[src/ctrlPkg.sv]
package ctrlPkg;

	typedef enum logic [5:0] {
		stReset, stMemRead, stMemWait, stIrWrite, stDecode,
		stAdd, stAddu, stSub, stSubu, stAnd, stXor, stAluWrite,
		stBreak, stNop,
		stBeq, stBne,
		stLwAddr, stLwRead, stLwWait, stLwLatch, stLwWrite,
		stSwAddr, stSwWrite, stSwWait,
		stLui, stJ, stJr, stJalLink, stJal,
		stShiftLoad, stSll, stSllv, stSra, stSrav, stSrl,
		stSlt, stSltWrite
	} ctrlStateT;

	// next pc select
	typedef logic [1:0] pcSourceT;
	localparam pcSourceT psAluResult = 2'd0;
	localparam pcSourceT psAluOut = 2'd1; // branch target from decode
	localparam pcSourceT psJumpTarget = 2'd2;
	localparam pcSourceT psRegA = 2'd3;

	// register file write data
	typedef logic [2:0] memToRegT;
	localparam memToRegT wbAluOut = 3'd0;
	localparam memToRegT wbMemData = 3'd1;
	localparam memToRegT wbUpperImm = 3'd2;
	localparam memToRegT wbZero = 3'd3;
	localparam memToRegT wbOne = 3'd4;
	localparam memToRegT wbShifter = 3'd5;
	localparam memToRegT wbPcLink = 3'd6;

	typedef logic [2:0] aluOpT;
	localparam aluOpT aluPass = 3'd0;
	localparam aluOpT aluAdd = 3'd1;
	localparam aluOpT aluSub = 3'd2;
	localparam aluOpT aluAnd = 3'd3;
	localparam aluOpT aluXor = 3'd6;
	localparam aluOpT aluCompare = 3'd7;

	typedef logic [2:0] shiftOpT;
	localparam shiftOpT shNone = 3'd0;
	localparam shiftOpT shLoad = 3'd1;
	localparam shiftOpT shLeft = 3'd2;
	localparam shiftOpT shRightLogic = 3'd3;
	localparam shiftOpT shRightArith = 3'd4;

	typedef logic [1:0] regDstT;
	localparam regDstT rdRt = 2'd0;
	localparam regDstT rdRd = 2'd1;
	localparam regDstT rdRa = 2'd2; // r31 for jal

	typedef logic [1:0] aluSrcBT;
	localparam aluSrcBT sbRegB = 2'd0;
	localparam aluSrcBT sbFour = 2'd1;
	localparam aluSrcBT sbImm = 2'd2;
	localparam aluSrcBT sbImmShifted = 2'd3;

endpackage

[src/isaPkg.sv]
package isaPkg;

	typedef logic [5:0] opcodeT;
	typedef logic [5:0] functT;
	typedef logic [4:0] shamtT;

	localparam opcodeT opRType = 6'h00;
	localparam opcodeT opJ = 6'h02;
	localparam opcodeT opJal = 6'h03;
	localparam opcodeT opBeq = 6'h04;
	localparam opcodeT opBne = 6'h05;
	localparam opcodeT opLui = 6'h0f;
	localparam opcodeT opLw = 6'h23;
	localparam opcodeT opSw = 6'h2b;

	localparam functT fnSll = 6'h00; // also nop when shamt is zero
	localparam functT fnSrl = 6'h02;
	localparam functT fnSra = 6'h03;
	localparam functT fnSllv = 6'h04;
	localparam functT fnSrav = 6'h07;
	localparam functT fnJr = 6'h08;
	localparam functT fnBreak = 6'h0d;
	localparam functT fnAdd = 6'h20;
	localparam functT fnAddu = 6'h21;
	localparam functT fnSub = 6'h22;
	localparam functT fnSubu = 6'h23;
	localparam functT fnAnd = 6'h24;
	localparam functT fnXor = 6'h26;
	localparam functT fnSlt = 6'h2a;

	typedef enum logic [4:0] {
		icAdd, icAddu, icSub, icSubu, icAnd, icXor, icSlt, icShift, icNop,
		icJr, icBreak, icBeq, icBne, icLw, icSw, icLui, icJ, icJal
	} instrClassT;

	typedef enum logic [2:0] {skSll, skSllv, skSra, skSrav, skSrl} shiftKindT;

endpackage
[src/ctrlIf.sv]
`timescale 1ns/1ps

// pc, instruction register and memory side
interface pcMemCtrlIf;
	import ctrlPkg::*;

	logic pcWrite;
	logic pcCond;
	pcSourceT pcSource;
	logic branchOnEqual;
	logic irWrite;
	logic memWrite;
	logic addrFromAlu; // memory address from aluOut instead of pc
	logic mdrLoad;

	modport source (output pcWrite, pcCond, pcSource, branchOnEqual, irWrite, memWrite,
		addrFromAlu, mdrLoad);
	modport sink (input pcWrite, pcCond, pcSource, branchOnEqual, irWrite, memWrite,
		addrFromAlu, mdrLoad);
endinterface

// register file, alu and shifter side
interface regAluCtrlIf;
	import ctrlPkg::*;

	logic regWrite;
	regDstT regDst;
	memToRegT memToReg;
	logic writeA;
	logic writeB;
	logic aluSrcA; // 0 pc, 1 reg A
	aluSrcBT aluSrcB;
	aluOpT aluOp;
	logic aluOutLoad;
	shiftOpT shiftOp;
	logic shiftByReg;

	modport source (output regWrite, regDst, memToReg, writeA, writeB, aluSrcA, aluSrcB,
		aluOp, aluOutLoad, shiftOp, shiftByReg);
	modport sink (input regWrite, regDst, memToReg, writeA, writeB, aluSrcA, aluSrcB,
		aluOp, aluOutLoad, shiftOp, shiftByReg);
endinterface

[src/controlUnit.sv]
`timescale 1ns/1ps

module controlUnit
(
	input logic clk,
	input logic reset,
	input logic [5:0] opcode,
	input logic [5:0] funct,
	input logic [4:0] shamt,
	input logic lessThan,
	output logic pcWrite,
	output logic pcCond,
	output logic [1:0] pcSource,
	output logic branchOnEqual,
	output logic irWrite,
	output logic memWrite,
	output logic addrFromAlu,
	output logic mdrLoad,
	output logic regWrite,
	output logic [1:0] regDst,
	output logic [2:0] memToReg,
	output logic writeA,
	output logic writeB,
	output logic aluSrcA,
	output logic [1:0] aluSrcB,
	output logic [2:0] aluOp,
	output logic aluOutLoad,
	output logic [2:0] shiftOp,
	output logic shiftByReg,
	output logic [5:0] debugState
);
	import isaPkg::*;
	import ctrlPkg::*;

	instrClassT instrClass;
	shiftKindT shiftKind;
	ctrlStateT state;

	pcMemCtrlIf pcMemBus ();
	regAluCtrlIf regAluBus ();

	opcodeDecoder u_decoder (.opcode(opcode), .funct(funct), .shamt(shamt),
		.instrClass(instrClass), .shiftKind(shiftKind));

	stateSequencer u_sequencer (.clk(clk), .reset(reset), .instrClass(instrClass),
		.shiftKind(shiftKind), .state(state));

	controlWordGen u_wordGen (.state(state), .lessThan(lessThan), .pcMem(pcMemBus.source),
		.regAlu(regAluBus.source));

	assign pcWrite = pcMemBus.pcWrite;
	assign pcCond = pcMemBus.pcCond;
	assign pcSource = pcMemBus.pcSource;
	assign branchOnEqual = pcMemBus.branchOnEqual;
	assign irWrite = pcMemBus.irWrite;
	assign memWrite = pcMemBus.memWrite;
	assign addrFromAlu = pcMemBus.addrFromAlu;
	assign mdrLoad = pcMemBus.mdrLoad;

	assign regWrite = regAluBus.regWrite;
	assign regDst = regAluBus.regDst;
	assign memToReg = regAluBus.memToReg;
	assign writeA = regAluBus.writeA;
	assign writeB = regAluBus.writeB;
	assign aluSrcA = regAluBus.aluSrcA;
	assign aluSrcB = regAluBus.aluSrcB;
	assign aluOp = regAluBus.aluOp;
	assign aluOutLoad = regAluBus.aluOutLoad;
	assign shiftOp = regAluBus.shiftOp;
	assign shiftByReg = regAluBus.shiftByReg;

	assign debugState = state;

endmodule

[src/controlWordGen.sv]
`timescale 1ns/1ps

module controlWordGen
(
	input ctrlPkg::ctrlStateT state,
	input logic lessThan,
	pcMemCtrlIf.source pcMem,
	regAluCtrlIf.source regAlu
);
	import ctrlPkg::*;

	always_comb
	begin
		pcMem.pcWrite = 1'b0;
		pcMem.pcCond = 1'b0;
		pcMem.pcSource = psAluResult;
		pcMem.branchOnEqual = 1'b0;
		pcMem.irWrite = 1'b0;
		pcMem.memWrite = 1'b0;
		pcMem.addrFromAlu = 1'b0;
		pcMem.mdrLoad = 1'b0;
		regAlu.regWrite = 1'b0;
		regAlu.regDst = rdRt;
		regAlu.memToReg = wbAluOut;
		regAlu.writeA = 1'b0;
		regAlu.writeB = 1'b0;
		regAlu.aluSrcA = 1'b0;
		regAlu.aluSrcB = sbRegB;
		regAlu.aluOp = aluPass;
		regAlu.aluOutLoad = 1'b0;
		regAlu.shiftOp = shNone;
		regAlu.shiftByReg = 1'b0;

		case (state)
			stReset:
			begin
				pcMem.irWrite = 1'b1;
				pcMem.addrFromAlu = 1'b1;
				regAlu.writeA = 1'b1;
				regAlu.writeB = 1'b1;
				regAlu.aluSrcA = 1'b1;
			end
			stMemRead, stMemWait, stIrWrite:
			begin
				pcMem.irWrite = 1'b1;
				pcMem.pcWrite = (state == stIrWrite); // pc + 4 on the last fetch cycle
				regAlu.writeA = 1'b1;
				regAlu.writeB = 1'b1;
				regAlu.aluSrcB = sbFour;
				regAlu.aluOp = aluAdd;
			end
			stDecode:
			begin
				regAlu.writeA = 1'b1;
				regAlu.writeB = 1'b1;
				regAlu.aluSrcB = sbImmShifted; // branch target into aluOut
				regAlu.aluOp = aluAdd;
				regAlu.aluOutLoad = 1'b1;
			end
			stAdd, stAddu, stSub, stSubu, stAnd, stXor:
			begin
				regAlu.aluSrcA = 1'b1;
				regAlu.aluOutLoad = 1'b1;
				case (state)
					stSub, stSubu: regAlu.aluOp = aluSub;
					stAnd: regAlu.aluOp = aluAnd;
					stXor: regAlu.aluOp = aluXor;
					default: regAlu.aluOp = aluAdd;
				endcase
			end
			stAluWrite, stSltWrite:
			begin
				regAlu.regWrite = 1'b1;
				regAlu.regDst = rdRd;
				if (state == stSltWrite)
					regAlu.memToReg = lessThan ? wbOne : wbZero;
			end
			stSlt:
			begin
				regAlu.aluSrcA = 1'b1;
				regAlu.aluOp = aluCompare;
			end
			stBeq, stBne:
			begin
				pcMem.pcCond = 1'b1;
				pcMem.pcSource = psAluOut;
				pcMem.branchOnEqual = (state == stBeq);
				regAlu.aluSrcA = 1'b1;
				regAlu.aluOp = aluSub;
			end
			stLwAddr, stSwAddr:
			begin
				pcMem.addrFromAlu = 1'b1;
				regAlu.aluSrcA = 1'b1;
				regAlu.aluSrcB = sbImm;
				regAlu.aluOp = aluAdd;
				regAlu.aluOutLoad = 1'b1;
			end
			stLwRead, stLwWait: pcMem.addrFromAlu = 1'b1;
			stLwLatch:
			begin
				pcMem.addrFromAlu = 1'b1;
				pcMem.mdrLoad = 1'b1;
			end
			stLwWrite:
			begin
				regAlu.regWrite = 1'b1;
				regAlu.memToReg = wbMemData;
			end
			stSwWrite, stSwWait:
			begin
				pcMem.addrFromAlu = 1'b1;
				pcMem.memWrite = 1'b1; // held over two cycles
			end
			stLui:
			begin
				regAlu.regWrite = 1'b1;
				regAlu.memToReg = wbUpperImm;
			end
			stJ, stJal:
			begin
				pcMem.pcWrite = 1'b1;
				pcMem.pcSource = psJumpTarget;
			end
			stJr:
			begin
				pcMem.pcWrite = 1'b1;
				pcMem.pcSource = psRegA;
			end
			stJalLink:
			begin
				regAlu.regWrite = 1'b1;
				regAlu.regDst = rdRa;
				regAlu.memToReg = wbPcLink;
			end
			stShiftLoad: regAlu.shiftOp = shLoad;
			stSll, stSllv, stSra, stSrav, stSrl:
			begin
				regAlu.regWrite = 1'b1;
				regAlu.regDst = rdRd;
				regAlu.memToReg = wbShifter;
				regAlu.shiftByReg = (state == stSllv) || (state == stSrav); // amount from rs
				case (state)
					stSrl: regAlu.shiftOp = shRightLogic;
					stSra, stSrav: regAlu.shiftOp = shRightArith;
					default: regAlu.shiftOp = shLeft;
				endcase
			end
			default: ; // break and nop stay idle
		endcase

		// a store and a register write never share a cycle
		noWriteClash: assert (!(pcMem.memWrite && regAlu.regWrite))
			else $error("memWrite and regWrite both set");
		// conditional and unconditional pc loads are exclusive
		noPcClash: assert (!(pcMem.pcCond && pcMem.pcWrite))
			else $error("pcCond and pcWrite both set");
	end

endmodule

[src/stateSequencer.sv]
`timescale 1ns/1ps

module stateSequencer
(
	input logic clk,
	input logic reset,
	input isaPkg::instrClassT instrClass,
	input isaPkg::shiftKindT shiftKind,
	output ctrlPkg::ctrlStateT state
);
	import isaPkg::*;
	import ctrlPkg::*;

	ctrlStateT nextState;

	always_ff @(posedge clk or posedge reset)
	begin
		if (reset)
			state <= stReset;
		else
			state <= nextState;
	end

	always_comb
	begin
		nextState = stMemRead; // last execute state goes back to fetch
		case (state)
			stMemRead: nextState = stMemWait;
			stMemWait: nextState = stIrWrite;
			stIrWrite: nextState = stDecode;
			stDecode:
			begin
				case (instrClass)
					icAdd: nextState = stAdd;
					icAddu: nextState = stAddu;
					icSub: nextState = stSub;
					icSubu: nextState = stSubu;
					icAnd: nextState = stAnd;
					icXor: nextState = stXor;
					icSlt: nextState = stSlt;
					icShift: nextState = stShiftLoad;
					icJr: nextState = stJr;
					icBreak: nextState = stBreak;
					icBeq: nextState = stBeq;
					icBne: nextState = stBne;
					icLw: nextState = stLwAddr;
					icSw: nextState = stSwAddr;
					icLui: nextState = stLui;
					icJ: nextState = stJ;
					icJal: nextState = stJalLink;
					default: nextState = stNop;
				endcase
			end
			stAdd, stAddu, stSub, stSubu, stAnd, stXor: nextState = stAluWrite;
			stSlt: nextState = stSltWrite;
			stShiftLoad:
			begin
				case (shiftKind)
					skSllv: nextState = stSllv;
					skSra: nextState = stSra;
					skSrav: nextState = stSrav;
					skSrl: nextState = stSrl;
					default: nextState = stSll;
				endcase
			end
			stLwAddr: nextState = stLwRead;
			stLwRead: nextState = stLwWait;
			stLwWait: nextState = stLwLatch;
			stLwLatch: nextState = stLwWrite;
			stSwAddr: nextState = stSwWrite;
			stSwWrite: nextState = stSwWait;
			stJalLink: nextState = stJal;
			stBreak: nextState = stBreak; // halt until reset
			default: nextState = stMemRead;
		endcase
	end

	stateKnown: assert property (@(posedge clk) disable iff (reset) !$isunknown(state))
		else $error("state is unknown");

	breakHolds: assert property (@(posedge clk) disable iff (reset)
		state == stBreak |=> state == stBreak)
		else $error("left stBreak without reset");

endmodule

[src/opcodeDecoder.sv]
`timescale 1ns/1ps

module opcodeDecoder
(
	input isaPkg::opcodeT opcode,
	input isaPkg::functT funct,
	input isaPkg::shamtT shamt,
	output isaPkg::instrClassT instrClass,
	output isaPkg::shiftKindT shiftKind
);
	import isaPkg::*;

	always_comb
	begin
		case (opcode)
			opRType:
			begin
				case (funct)
					fnAdd: instrClass = icAdd;
					fnAddu: instrClass = icAddu;
					fnSub: instrClass = icSub;
					fnSubu: instrClass = icSubu;
					fnAnd: instrClass = icAnd;
					fnXor: instrClass = icXor;
					fnSlt: instrClass = icSlt;
					fnJr: instrClass = icJr;
					fnBreak: instrClass = icBreak;
					fnSll: instrClass = (shamt == '0) ? icNop : icShift; // sll 0 is the nop
					fnSllv, fnSra, fnSrav, fnSrl: instrClass = icShift;
					default: instrClass = icNop;
				endcase
			end
			opBeq: instrClass = icBeq;
			opBne: instrClass = icBne;
			opLw: instrClass = icLw;
			opSw: instrClass = icSw;
			opLui: instrClass = icLui;
			opJ: instrClass = icJ;
			opJal: instrClass = icJal;
			default: instrClass = icNop; // unknown opcode
		endcase
	end

	always_comb
	begin
		case (funct)
			fnSllv: shiftKind = skSllv;
			fnSra: shiftKind = skSra;
			fnSrav: shiftKind = skSrav;
			fnSrl: shiftKind = skSrl;
			default: shiftKind = skSll;
		endcase
	end

endmodule

[config.mk]
export PLATFORM = sky130hd
export DESIGN_NAME = controlUnit
export DESIGN_NICKNAME = d
export VERILOG_FILES = /design/src/ctrlPkg.sv /design/src/isaPkg.sv /design/src/ctrlIf.sv /design/src/controlUnit.sv /design/src/controlWordGen.sv /design/src/stateSequencer.sv /design/src/opcodeDecoder.sv
export SDC_FILE = /design/constraint.sdc
export NUM_CORES = 1
export LEC_CHECK = 0
export ABC_AREA = 1
export BUFFER_PORTS_ARGS = -buffer_cell sky130_fd_sc_hd__buf_4
export CORE_MARGIN = 3
export CORE_UTILIZATION = 48
export CTS_CLUSTER_DIAMETER = 60
export CTS_CLUSTER_SIZE = 28
export DETAILED_ROUTE_END_ITERATION = 16
export GPL_ROUTABILITY_DRIVEN = 0
export PLACE_DENSITY = 0.86
export SYNTH_ARGS = -nofsm -noshare
export SYNTH_HDL_FRONTEND = slang
export SYNTH_SLANG_ARGS = --single-unit
[constraint.sdc]
create_clock -name clk -period 2.3 [get_ports clk]
set_input_delay 0.46 -clock clk [delete_from_list [all_inputs] [get_ports clk]]
set_output_delay 0.46 -clock clk [all_outputs]
set_load 0.05 [all_outputs]
* After elaboration in Yosys (flattened, before gate mapping)
Memories as Yosys holds them, arrays and structs flattened. Cells that the tools add are included.
Word-level totals: memories 1, flip-flop bits (word level) 6, bits in read-only memories 192, logic and storage cells 114, input bits 20
Memories:
- (name not given) | words 32, bits a word 6, read ports 1, clocked after Yosys merged registers in 0, wr ports 0, line stateSequencer.sv:33 | case (instrClass)
Cells by class: eq/ne operators 59, reduce and logical (&&, ||, !) cells 25, mux-type cells 28
Operator list (count):
- $eq A6 B5 Y1 const B | 16
- $pmux W6 S15 | 1
- $eq A6 B6 Y1 const B | 14
- $eq A6 B4 Y1 const B | 10
- $pmux W5 S11 | 1
- $eq A6 B3 Y1 const B | 8
- $pmux W5 S8 | 1
- $eq A6 B2 Y1 const B | 6
- $pmux W3 S4 | 2
- $pmux W6 S4 | 1
- $logic_not A6 Y1 | 3
- $pmux W3 S5 | 1
- $reduce_or A2 Y1 | 7
- $pmux W2 S3 | 2
- $pmux W3 S2 | 2
- $reduce_or A12 Y1 | 1
- $reduce_or A6 Y1 | 2
- $mux W1 | 11
- $reduce_or A10 Y1 | 1
- $reduce_or A5 Y1 | 2
- $pmux W3 S3 | 1
- $reduce_or A9 Y1 | 1
- $reduce_or A4 Y1 | 2
- $reduce_or A8 Y1 | 1
- 12 further kinds | 15

* Longest topological paths before layout
Gate-level depths: netlist (run 1). An unclocked memory read counts as a cell.
word-level depth 6, gate-level depth with buffers 17

* Hierarchy
A second synthesis (run 1) with hierarchy kept.
Second synthesis, totals: cells, all modules 332, area, all modules 1744.2 um^2
By module, submodules not included:
- stateSequencer | cells each 134, area an instance 797.0 um^2, times used 1
- controlWordGen | cells each 108, area an instance 533.0 um^2, times used 1
- opcodeDecoder | cells each 90, area an instance 414.1 um^2, times used 1

* Worst setup path after synthesis (run 1)
Ideal clock, no wire load.
kind reg2out, start reg u_sequencer.state[5], end out shiftOp[1], slack -1.267 ns, data required time 1.840 ns, data arrival time 3.107 ns, cell stages (with the launch flop) 9, cell sequence dfrtp_1 -> inv_1 -> nor2_1 -> inv_1 -> nor3_1 -> a31oi_1 -> nand2_1 -> inv_1 -> nor2_1
Between the ends: word-level cells in the longest chain between the ends 4
RTL lines:
- start: declaration | line stateSequencer.sv:9 | output ctrlPkg::ctrlStateT state
- start signal: assignment | line stateSequencer.sv:19 | state <= stReset;
- start signal: assignment | line stateSequencer.sv:21 | state <= nextState;
- $eq A6 B6 Y1 | line controlWordGen.sv:34, controlWordGen.sv:143
- $reduce_or A2 Y1 | line controlWordGen.sv:143 | case (state)
- $pmux W3 S2 | line controlWordGen.sv:143
- $pmux W3 S2 * | line controlWordGen.sv:34 | case (state)
- end: declaration | line controlUnit.sv:28 | output logic [2:0] shiftOp,
Every way passes the cells marked *; elsewhere a longest branch is shown, timed or not.

* Worst setup path after layout (run 1)
start reg u_sequencer.state[1], end out memToReg[2]
Between the ends: word-level cells in the longest chain between the ends 3
RTL lines:
- $eq A6 B5 Y1 (tied with other cells) | line controlWordGen.sv:34
- $reduce_or A5 Y1 (tied with other cells)
- $pmux W3 S5 * | line controlWordGen.sv:34
- end: declaration | line controlUnit.sv:21 | output logic [2:0] memToReg,
Marked as above.

==> impl_results.md, run 1 <==
* Run status: complete, no violations
* Number of buffers created by CTS at 3
* Standby leakage power at about 1.3 nW
* Dpl cell area at 2140 µm²
* Post-route DRC at 0
* Number of slew-limit violations in the final report at 0
* Remaining number of nets flagged by the antenna check after routing at 0
* Worst setup slack before clock tree synthesis at between 0.08 and 0.09 ns
* Residual overflow from global routing at 0
* Worst IR drop on VDD at between 0.001 and 0.0015 V
* Ranking of synthesized cells by area: sky130_fd_sc_hd__nand2_1, sky130_fd_sc_hd__inv_1, sky130_fd_sc_hd__nor2_1, sky130_fd_sc_hd__dfrtp_1, sky130_fd_sc_hd__nand3_1
* Die X at around 63 µm
* Max reg flops at 6
* Number of search-and-repair iterations in the first detailed-routing pass at 5
* Final Hold Slack at ~0.14 ns
* Root Buffer Master: sky130_fd_sc_hd__clkbuf_4
* Hold bufs inserted after CTS at 0
* Initial core utilization at 0.507
* Tot Pwr at approximately 2.5 mW
* Dominant cell type by area after synthesis: sky130_fd_sc_hd__nand2_1
* Post-layout instance count excluding filler cells at between 400 and 500
* Sum of negative setup slack at 0 ns
* Syn_nets at between 300 and 400
* Unrepaired setup endpoints after global routing: yes
* Dominant synthesized flop cell: sky130_fd_sc_hd__dfrtp_1
* Chip Height at between 60 and 70 µm
* Post-synthesis to final-layout area growth at 50.9%
* Crit-path max FO at 6
* Wire per inst at 12.3 µm
* Worst slew margin relative to its limit at 0.755
* Proportion of synthesized flip-flops having asynchronous set or reset at 1.00
* Switching power share of the total at 0.651
* Setup slack of the critical path after layout at 0.0126 ns
* Clk Latency, worst-skew pair at 0.24 ns
* Peak clock frequency supported by timing at 437 MHz
* Vias post-DR at 2205
* Internal power at 882 µW
* Avg Cell Area, Syn at 5.25 µm²
* EDFF count, synth at 0
* Clock tree from TritonCTS: yes
* Final design instance area without fill at roughly 2400 µm²
* H-Tree Depth at 1
* Required time of the worst setup path at between 1.5 and 2 ns
* Count of input and output buffers at 53
* Number of antenna violations at the first check in global routing at 0
* Crit path launch type: flop
* Proportion of power drawn by the clock network at 0.037
* Final period utilization at 0.995
* Area of the die at approximately 4000 µm²
* Average via count per standard cell at approximately 5.3
* Number of standard-cell rows in the floorplan at 20
* Seq cells post-synth at 6
* Share of power burned in registers at 0.087
* Reported max-cap violation count at 0
* Minimum clock period after layout at between 2 and 2.5 ns
* Final standard cell utilization of the core at 0.765
* Combinational fraction of design power at 0.876
* Antenna diode instance count at 0
* Number of global-route vias before repair at roughly 1.9k
* Number of unique standard cell types used by synthesis at 34
* Type of the setup path with the least slack: reg -> out
* Fin nets at between 300 and 400
* Fraction of the yosys area taken by sequential cells at 0.0962
* Share of post-route cells with drive strength above 1 at 0.424
* Final setup fails at 0
* Number of placed instances with taps included at just under 400
* Top cell type's share of synthesized area at 0.180
* Top register by number of flip-flops: u_sequencer.state
* Global-route wire length before repair at around 8000 µm
* Drt total wl at 5110 µm
* Post-detail-place hpwl at about 3800 µm
* Worst setup EP type: output port
* Iteration-0 DRC Markers at about 170
* Buffer depth of the longest clock path at 2
* Ports at 54
* Maximum clock skew at final layout at between 0.0007 and 0.0008 ns
* Clock sinks at 6
* Min-Delay Path Class: in -> async
* Largest net degree at the start of global routing at 12
* Worst-Margin Slew at approximately 0.36 ns
* Cell count after synthesis at 297
* Total power divided by cell area at between 1000 and 1500 nW/µm²
* Area inside the core boundary at about 3100 µm²
* Post-CTS clock slew at the launch and capture registers of the worst setup and hold paths at 0.04 ns
* Worst EP arrival at around 1.8 ns
* Synth warn at 0
* Most used standard cells in the synthesized netlist: sky130_fd_sc_hd__nand2_1, sky130_fd_sc_hd__inv_1, sky130_fd_sc_hd__nor2_1
* Synthesized area at between 1500 and 2000 µm²
* Switching Power at about 1.6 mW
* Global routing usage summed across all routing layers at 0.232
* Most repeated cell in the gate-level netlist after synthesis: sky130_fd_sc_hd__nand2_1
* Final hold vios at 0
* Biggest regs: u_sequencer.state x6
[worst paths after layout]
| path | cells after the start | slack (ns) | end | from |
|---|---|---|---|---|
| max in group asynchronous | 2 | 1.94 | u_sequencer.state[5] | reset |
| max | 9 | 0.01 | memToReg[2] | u_sequencer.state[1] |
| max reg2reg | 11 | 0.62 | u_sequencer.state[0] | u_sequencer.state[1] |
| min in group clk | 5 | 0.71 | u_sequencer.state[1] | funct[4] |
| min | 2 | 0.14 | u_sequencer.state[1] | reset |
| min reg2reg | 3 | 0.75 | u_sequencer.state[2] | u_sequencer.state[5] |
[routing by layer]
metal / global-route usage / share of wire
met5: 0 / 0
met4: 0.0579 / 0.021
met2: 0.391 / 0.47
met3: 0.0432 / 0.092
met1: 0.302 / 0.41
[critical path: stages (launching register included)]
cell,delay [ns]
sky130_fd_sc_hd__dfrtp_2,0.43
sky130_fd_sc_hd__inv_1,0.12
sky130_fd_sc_hd__nor2_2,0.16
sky130_fd_sc_hd__inv_1,0.11
sky130_fd_sc_hd__nor2_1,0.17
sky130_fd_sc_hd__nand2_1,0.11
sky130_fd_sc_hd__nand2_1,0.10
sky130_fd_sc_hd__inv_2,0.07
sky130_fd_sc_hd__o211ai_1,0.09
sky130_fd_sc_hd__buf_4,0.22
[logic make-up after synthesis]
| logic type | Yosys count | synth area share |
|---|---|---|
| buffers and inverters | 66 | 0.166 |
| AO/OA/AOI/OAI | 20 | 0.0810 |
| AND/OR/NAND/NOR | 200 | 0.617 |
| flip-flops | 6 | 0.0962 |
| adder cells (fa/ha/maj) | 5 | 0.0401 |
[cell type report]
class	instances	area [µm²]
clock buffer	3	22.5
fill	235	723
timing repair inverter	1	5.00
sequential	6	158
inverter	63	248
tap	44	55.1
multi-input combinational	225	1320
timing repair buffer	72	544
[layout by cell type (no fill, tap or decap), types with 4 or more instances in the layout]
master,count
sky130_fd_sc_hd__inv_1,45
sky130_fd_sc_hd__ha_1,5
sky130_fd_sc_hd__o21ai_0,4
sky130_fd_sc_hd__nor3_1,4
sky130_fd_sc_hd__buf_4,71
sky130_fd_sc_hd__nor3_4,5
sky130_fd_sc_hd__nor2_4,9
sky130_fd_sc_hd__inv_2,15
sky130_fd_sc_hd__nand3_2,7
sky130_fd_sc_hd__nand2_2,8
sky130_fd_sc_hd__nor2_2,16
sky130_fd_sc_hd__nand3_1,21
sky130_fd_sc_hd__nor2_1,38
sky130_fd_sc_hd__nand4_1,9
sky130_fd_sc_hd__nand2_1,73
sky130_fd_sc_hd__dfrtp_2,6
[power groups by stage]
stage               Combinational, mW  Sequential [mW]  Clock [mW]
floorplan                        1.39            0.298           0
finish                           2.21            0.220      0.0940
CTS                              2.03            0.211      0.0975
global route                     2.34            0.228       0.102
detailed placement               1.95            0.223           0
global placement                 1.95            0.221           0
[timing repair]
item	4_1_cts	5_1_grt
gates resized for setup	6	25
setup buffers	3	10
gates cloned	0	1
pin swaps	1	4
endpoints found under the setup margin	6	15
No activity file was read; power rests on OpenSTA's default activity.
==> run 2: changes to the inputs <==
==> constraint.sdc (replaced) <==
create_clock -name clk -period 2.5 [get_ports clk]
set_input_delay 0.5 -clock clk [delete_from_list [all_inputs] [get_ports clk]]
set_output_delay 0.5 -clock clk [all_outputs]
set_load 0.05 [all_outputs]
==> impl_results.md, run 2 (synthesized netlist as in run 1, its figures left out) <==
* Minimum clock period after layout at ~2.4 ns
* Top register by number of flip-flops: u_sequencer.state
* Global routing usage summed across all routing layers at 0.219
* Number of placed instances with taps included at ~400
* Residual overflow from global routing at 0
* Busiest grt layer: met2
* Initial core utilization at 0.507
* Buffer depth of the longest clock path at 2
* Largest net degree at the start of global routing at 12
* Run status: complete, no violations
* Crit path launch type: flop
* Total power divided by cell area at ~1000 nW/µm²
* Iteration-0 DRC Markers at about 120
* Post-synthesis to final-layout area growth at 38.1%
* Worst IR drop on VDD at 0.000520 V
* Clock sinks at 6
* Startpoint of the worst-slack reg-to-reg timing path: u_sequencer.state[0]
* Biggest regs: u_sequencer.state x6
* Required time of the worst setup path at 2.00 ns
* Hold bufs inserted after CTS at 0
* Drt total wl at 4520 µm
* Chip Height at approximately 63 µm
* Worst-Margin Slew at approximately 0.37 ns
* Ports at 54
* Number of buffers created by CTS at 3
* Post-CTS clock slew at the launch and capture registers of the worst setup and hold paths at 0.05 ns
* Final hold vios at 0
* Final design instance area without fill at around 2200 µm²
* Wire per inst at 11.3 µm
* Die X at 63.0 µm
* Reg2reg setup slack at around 0.71 ns
* Switching power share of the total at 0.655
* Max reg flops at 6
* Number of antenna violations at the first check in global routing at 0
* Worst slew margin relative to its limit at 0.744
* Clk Latency, worst-skew pair at ~0.24 ns
* Commonest non-fill, non-tap cell in the layout: sky130_fd_sc_hd__nand2_1
* Sum of negative setup slack at 0 ns
* Worst setup slack before clock tree synthesis at roughly 0.19 ns
* Global-route wire length before repair at approximately 7400 µm
* Register-to-Register Path Depth at 11
* Final standard cell utilization of the core at 0.700
* Type of the setup path with the least slack: reg -> out
* Antenna diode instance count at 0
* Post-route DRC at 0
* Fin nets at 383
* Vias post-DR at ~2.0k
* Proportion of power drawn by the clock network at 0.044
* Internal power at roughly 750 µW
* Number of search-and-repair iterations in the first detailed-routing pass at 5
* Number of slew-limit violations in the final report at 0
* Met2 routing resource usage after global routing at 0.362
* Number of global-route vias before repair at between 1.5k and 2k
* Final setup fails at 0
* Share of power burned in registers at 0.085
* Area of the die at 3970 µm²
* Post-detail-place hpwl at 3730 µm
* Total of fill cells in the finished design at around 250
* Share of post-route cells with drive strength above 1 at 0.347
* Unrepaired setup endpoints after global routing: yes
* Number of standard-cell rows in the floorplan at 20
* Dpl cell area at 2080 µm²
* Met1 track demand over resource in global routing at 0.304
* Reported max-cap violation count at 0
* Met3 track demand over resource in global routing at 0.0432
* Remaining number of nets flagged by the antenna check after routing at 0
* Combinational fraction of design power at 0.871
* Root Buffer Master: sky130_fd_sc_hd__clkbuf_4
* Standby leakage power at 1.26 nW
* Worst EP arrival at between 1.5 and 2 ns
* Post-layout instance count excluding filler cells at roughly 400
* Average via count per standard cell at 5.10
* Switching Power at roughly 1.4 mW
* Crit-path max FO at 6
* Terminus of the critical flop-to-flop path: u_sequencer.state[0]
* Clock tree from TritonCTS: yes
* Worst setup EP type: output port
* Min-Delay Path Class: in -> async
* H-Tree Depth at 1
* Count of input and output buffers at 53
* Peak clock frequency supported by timing at around 410 MHz
* Maximum clock skew at final layout at around 0.0012 ns
* Final period utilization at 0.970
* Setup slack of the critical path after layout at around 0.075 ns
* Area inside the core boundary at between 3000 and 4000 µm²
* Most frequent cells in the layout: sky130_fd_sc_hd__nand2_1, sky130_fd_sc_hd__buf_4, sky130_fd_sc_hd__inv_1
==> run 2: changes by cell type in the layout (fill, tap and decap cells not counted), moves of 3 or more <==
cell                     delta
sky130_fd_sc_hd__inv_1      +5
sky130_fd_sc_hd__nor2_4     -5
sky130_fd_sc_hd__nor2_1     +9
sky130_fd_sc_hd__inv_2      -3
sky130_fd_sc_hd__nor2_2     -4
sky130_fd_sc_hd__buf_4     -12
==> run 2: critical path, cell delays in order (launching register included) <==
cell                      delay, ns
sky130_fd_sc_hd__dfrtp_2       0.44
sky130_fd_sc_hd__inv_1         0.14
sky130_fd_sc_hd__nor2_2        0.07
sky130_fd_sc_hd__nor2_2        0.20
sky130_fd_sc_hd__buf_4         0.15
sky130_fd_sc_hd__nor3_2        0.04
sky130_fd_sc_hd__inv_1         0.06
sky130_fd_sc_hd__nand2_2       0.09
sky130_fd_sc_hd__or2_2         0.29
sky130_fd_sc_hd__buf_4         0.19
==> run 2: routing by layer <==
metal,up-vias,wire length [µm]
li1,1048,-
met1,904,1970
met2,92,2170
met3,2,359
met4,0,16
met5,-,0
==> run 2: cell type report <==
cell class	instances	area, µm²	share of cell area
clock buffers	4	26.3	0.0122
inverters	63	241	0.112
multi-input cells	225	1230	0.571
flip-flops and latches	6	158	0.0732
well taps	44	55.1	0.0256
repair buffers	59	443	0.206
==> run 2: per-stage QoR <==
step,hold WS (ns),total power [mW]
floorplan,0.291,1.49
global placement,0.419,1.96
detailed placement,0.427,1.98
CTS,0.164,2.08
global route,0.170,2.32
finish,0.168,2.19
==> run 2: power by group through the flow <==
stage,sequential (mW),combinational [mW],clock [mW]
final,0.186,1.90,0.0968
after global routing,0.191,2.02,0.110
after detailed placement,0.192,1.78,0
after CTS,0.192,1.79,0.101
after floorplan,0.272,1.22,0
after global placement,0.193,1.76,0
==> run 2: timing repair <==
| action | in CTS | in global routing |
|---|---|---|
| hold endpoints to repair | 0 | 0 |
| resized for setup | 1 | 7 |
| setup endpoints to repair | 1 | 6 |
| pin swaps | 0 | 1 |
| setup buffers | 0 | 4 |
==> run 2: worst max path at each step <==
stage                         start                   end  slack (ns)  cells past startpoint
2_1_floorplan  u_sequencer.state[5]           memToReg[2]       -0.07                      8
3_3_place_gp               funct[5]  u_sequencer.state[0]        0.27                     16
3_5_place_dp              opcode[5]  u_sequencer.state[0]        0.19                     16
4_1_cts        u_sequencer.state[1]              aluOp[0]        0.02                      9
5_1_grt        u_sequencer.state[5]               aluSrcA       -0.01                      8
6_report       u_sequencer.state[0]            aluOutLoad        0.07                      9
==> run 3: changes to the inputs <==
==> constraint.sdc (replaced) <==
create_clock -name clk -period 3.1 [get_ports clk]
set_input_delay 0.62 -clock clk [delete_from_list [all_inputs] [get_ports clk]]
set_output_delay 0.62 -clock clk [all_outputs]
set_load 0.05 [all_outputs]
==> impl_results.md, run 3 (synthesized netlist as in run 1, its figures left out) <==
* Run status: complete, no violations
* Total of fill cells in the finished design at approximately 300
* Worst-Margin Slew at between 0.3 and 0.4 ns
* Reported max-cap violation count at 0
* Post-synthesis to final-layout area growth at 30.5%
* Post-detail-place hpwl at between 3000 and 4000 µm
* Clock sinks at 6
* Root Buffer Master: sky130_fd_sc_hd__clkbuf_4
* Post-layout instance count excluding filler cells at 395
* Final setup fails at 0
* Clock tree from TritonCTS: yes
* Worst IR drop on VDD at between 0.0002 and 0.0003 V
* Die X at about 63 µm
* Sum of negative setup slack at 0 ns
* Required time of the worst setup path at 2.48 ns
* Average via count per standard cell at around 5
* Register-to-Register Path Depth at 11
* Fin nets at about 380
* Buffer depth of the longest clock path at 2
* Dpl cell area at 2010 µm²
* Top register by number of flip-flops: u_sequencer.state
* Post-CTS Setup Bufs at 0
* Area inside the core boundary at about 3100 µm²
* Remaining number of nets flagged by the antenna check after routing at 0
* Residual overflow from global routing at 0
* Global routing usage summed across all routing layers at 0.214
* Biggest regs: u_sequencer.state x6
* Crit path launch type: flop
* Minimum clock period after layout at ~2.7 ns
* Iteration-0 DRC Markers at 205
* Global-route wire length before repair at 7230 µm
* Number of search-and-repair iterations in the first detailed-routing pass at 5
* Standby leakage power at ~1.2 nW
* Commonest non-fill, non-tap cell in the layout: sky130_fd_sc_hd__nand2_1
* Most frequent cells in the layout: sky130_fd_sc_hd__nand2_1, sky130_fd_sc_hd__inv_1, sky130_fd_sc_hd__nor2_1, sky130_fd_sc_hd__buf_4, sky130_fd_sc_hd__nand3_1
* Maximum clock skew at final layout at around 0.0009 ns
* Largest net degree at the start of global routing at 12
* Worst slew margin relative to its limit at 0.746
* Number of standard-cell rows in the floorplan at 20
* Worst EP arrival at between 2 and 2.5 ns
* Post-route DRC at 0
* Hold bufs inserted after CTS at 0
* Number of placed instances with taps included at between 300 and 400
* Startpoint of the worst-slack reg-to-reg timing path: u_sequencer.state[1]
* Type of the setup path with the least slack: reg -> out
* Number of antenna violations at the first check in global routing at 0
* Unrepaired setup endpoints after global routing: no
* Vias post-DR at about 2k
* Drt total wl at roughly 4300 µm
* H-Tree Depth at 1
* Final period utilization at 0.865
* Min-Delay Path Class: in -> async
* Post-CTS clock slew at the launch and capture registers of the worst setup and hold paths at 0.04 ns
* Peak clock frequency supported by timing at about 370 MHz
* Number of buffers created by CTS at 3
* Ports at 54
* Max reg flops at 6
* Storage element area at between 150 and 200 µm²
* Number of global-route vias before repair at roughly 1.8k
* Reg2reg setup slack at ~1.3 ns
* Terminus of the critical flop-to-flop path: u_sequencer.state[0]
* Footprint of the multi-input gates at between 1000 and 1500 µm²
* Wire per inst at approximately 11 µm
* Crit-path max FO at 6
* Count of input and output buffers at 53
* Share of post-route cells with drive strength above 1 at 0.268
* Area of the die at approximately 4000 µm²
* Antenna diode instance count at 0
* Final hold vios at 0
* Clk Latency, worst-skew pair at 0.24 ns
* Final design instance area without fill at between 2000 and 2500 µm²
* Chip Height at between 60 and 70 µm
* Count of cells resized by post-cts repair at 0
* Worst setup EP type: output port
* Initial core utilization at 0.507
* Number of slew-limit violations in the final report at 0
* Final standard cell utilization of the core at 0.661
* Total power divided by cell area at 801 nW/µm²
==> run 3: changes by cell type in the layout (fill, tap and decap cells not counted), moves of 3 or more <==
cell / previous run / this run
sky130_fd_sc_hd__dfrtp_1: 0 / 6
sky130_fd_sc_hd__inv_2: 12 / 6
sky130_fd_sc_hd__buf_4: 59 / 54
sky130_fd_sc_hd__nor2_2: 12 / 6
sky130_fd_sc_hd__inv_1: 50 / 56
sky130_fd_sc_hd__nor2_1: 47 / 54
sky130_fd_sc_hd__nor3_1: 4 / 7
sky130_fd_sc_hd__dfrtp_2: 6 / 0
==> run 3: per-stage QoR <==
stage | total power [mW] | setup WS, ns | hold slack, ns
floorplan | 1.17 | -0.131 | 0.411
global placement | 1.54 | 0.692 | 0.541
detailed placement | 1.55 | 0.661 | 0.541
CTS | 1.62 | 0.448 | 0.286
global route | 1.73 | 0.244 | 0.294
finish | 1.63 | 0.420 | 0.284
==> run 3: metal layers <==
metal  vias up  track usage  part of all wire
met5         -            0                 0
met4         0       0.0716             0.014
met3         8       0.0288             0.075
met2        87        0.358              0.47
met1       849        0.280              0.44
li1       1033            -                 -
==> run 3: report_power, final <==
part / internal (mW) / switching (mW) / total, mW
Clock: 0.0437 / 0.0264 / 0.0700
Sequential: 0.106 / 0.0449 / 0.151
Combinational: 0.384 / 1.03 / 1.41
Total: 0.534 / 1.10 / 1.63
==> run 3: worst max-delay path, cell delays in order (launching register included) <==
cell and delay (ns):
sky130_fd_sc_hd__dfrtp_1 0.41, sky130_fd_sc_hd__inv_1 0.11, sky130_fd_sc_hd__nor2_2 0.05, sky130_fd_sc_hd__inv_1 0.14, sky130_fd_sc_hd__nor2_1 0.08, sky130_fd_sc_hd__inv_1 0.08, sky130_fd_sc_hd__nor2_1 0.04, sky130_fd_sc_hd__buf_4 0.16
sky130_fd_sc_hd__inv_1 0.12, sky130_fd_sc_hd__nand3_1 0.13, sky130_fd_sc_hd__or2_2 0.31, sky130_fd_sc_hd__buf_4 0.19
==> run 3: how the worst max path moves through the flow <==
stage                                    start  cells past startpoint  slack (ns)                   end
after floorplan           u_sequencer.state[5]                      8       -0.13            shiftOp[1]
after global placement               opcode[5]                     16        0.69  u_sequencer.state[0]
after detailed placement             opcode[5]                     16        0.66  u_sequencer.state[0]
after CTS                 u_sequencer.state[2]                     11        0.45            aluOutLoad
after global routing      u_sequencer.state[2]                     12        0.24              aluOp[0]
final                     u_sequencer.state[2]                     11        0.42            aluOutLoad
==> run 3: cell type report <==
type                    count  area share
clock buffers               3      0.0111
inverters                  63       0.119
multi-input cells         225       0.570
flip-flops and latches      6      0.0738
well taps                  44      0.0270
repair buffers             54       0.199
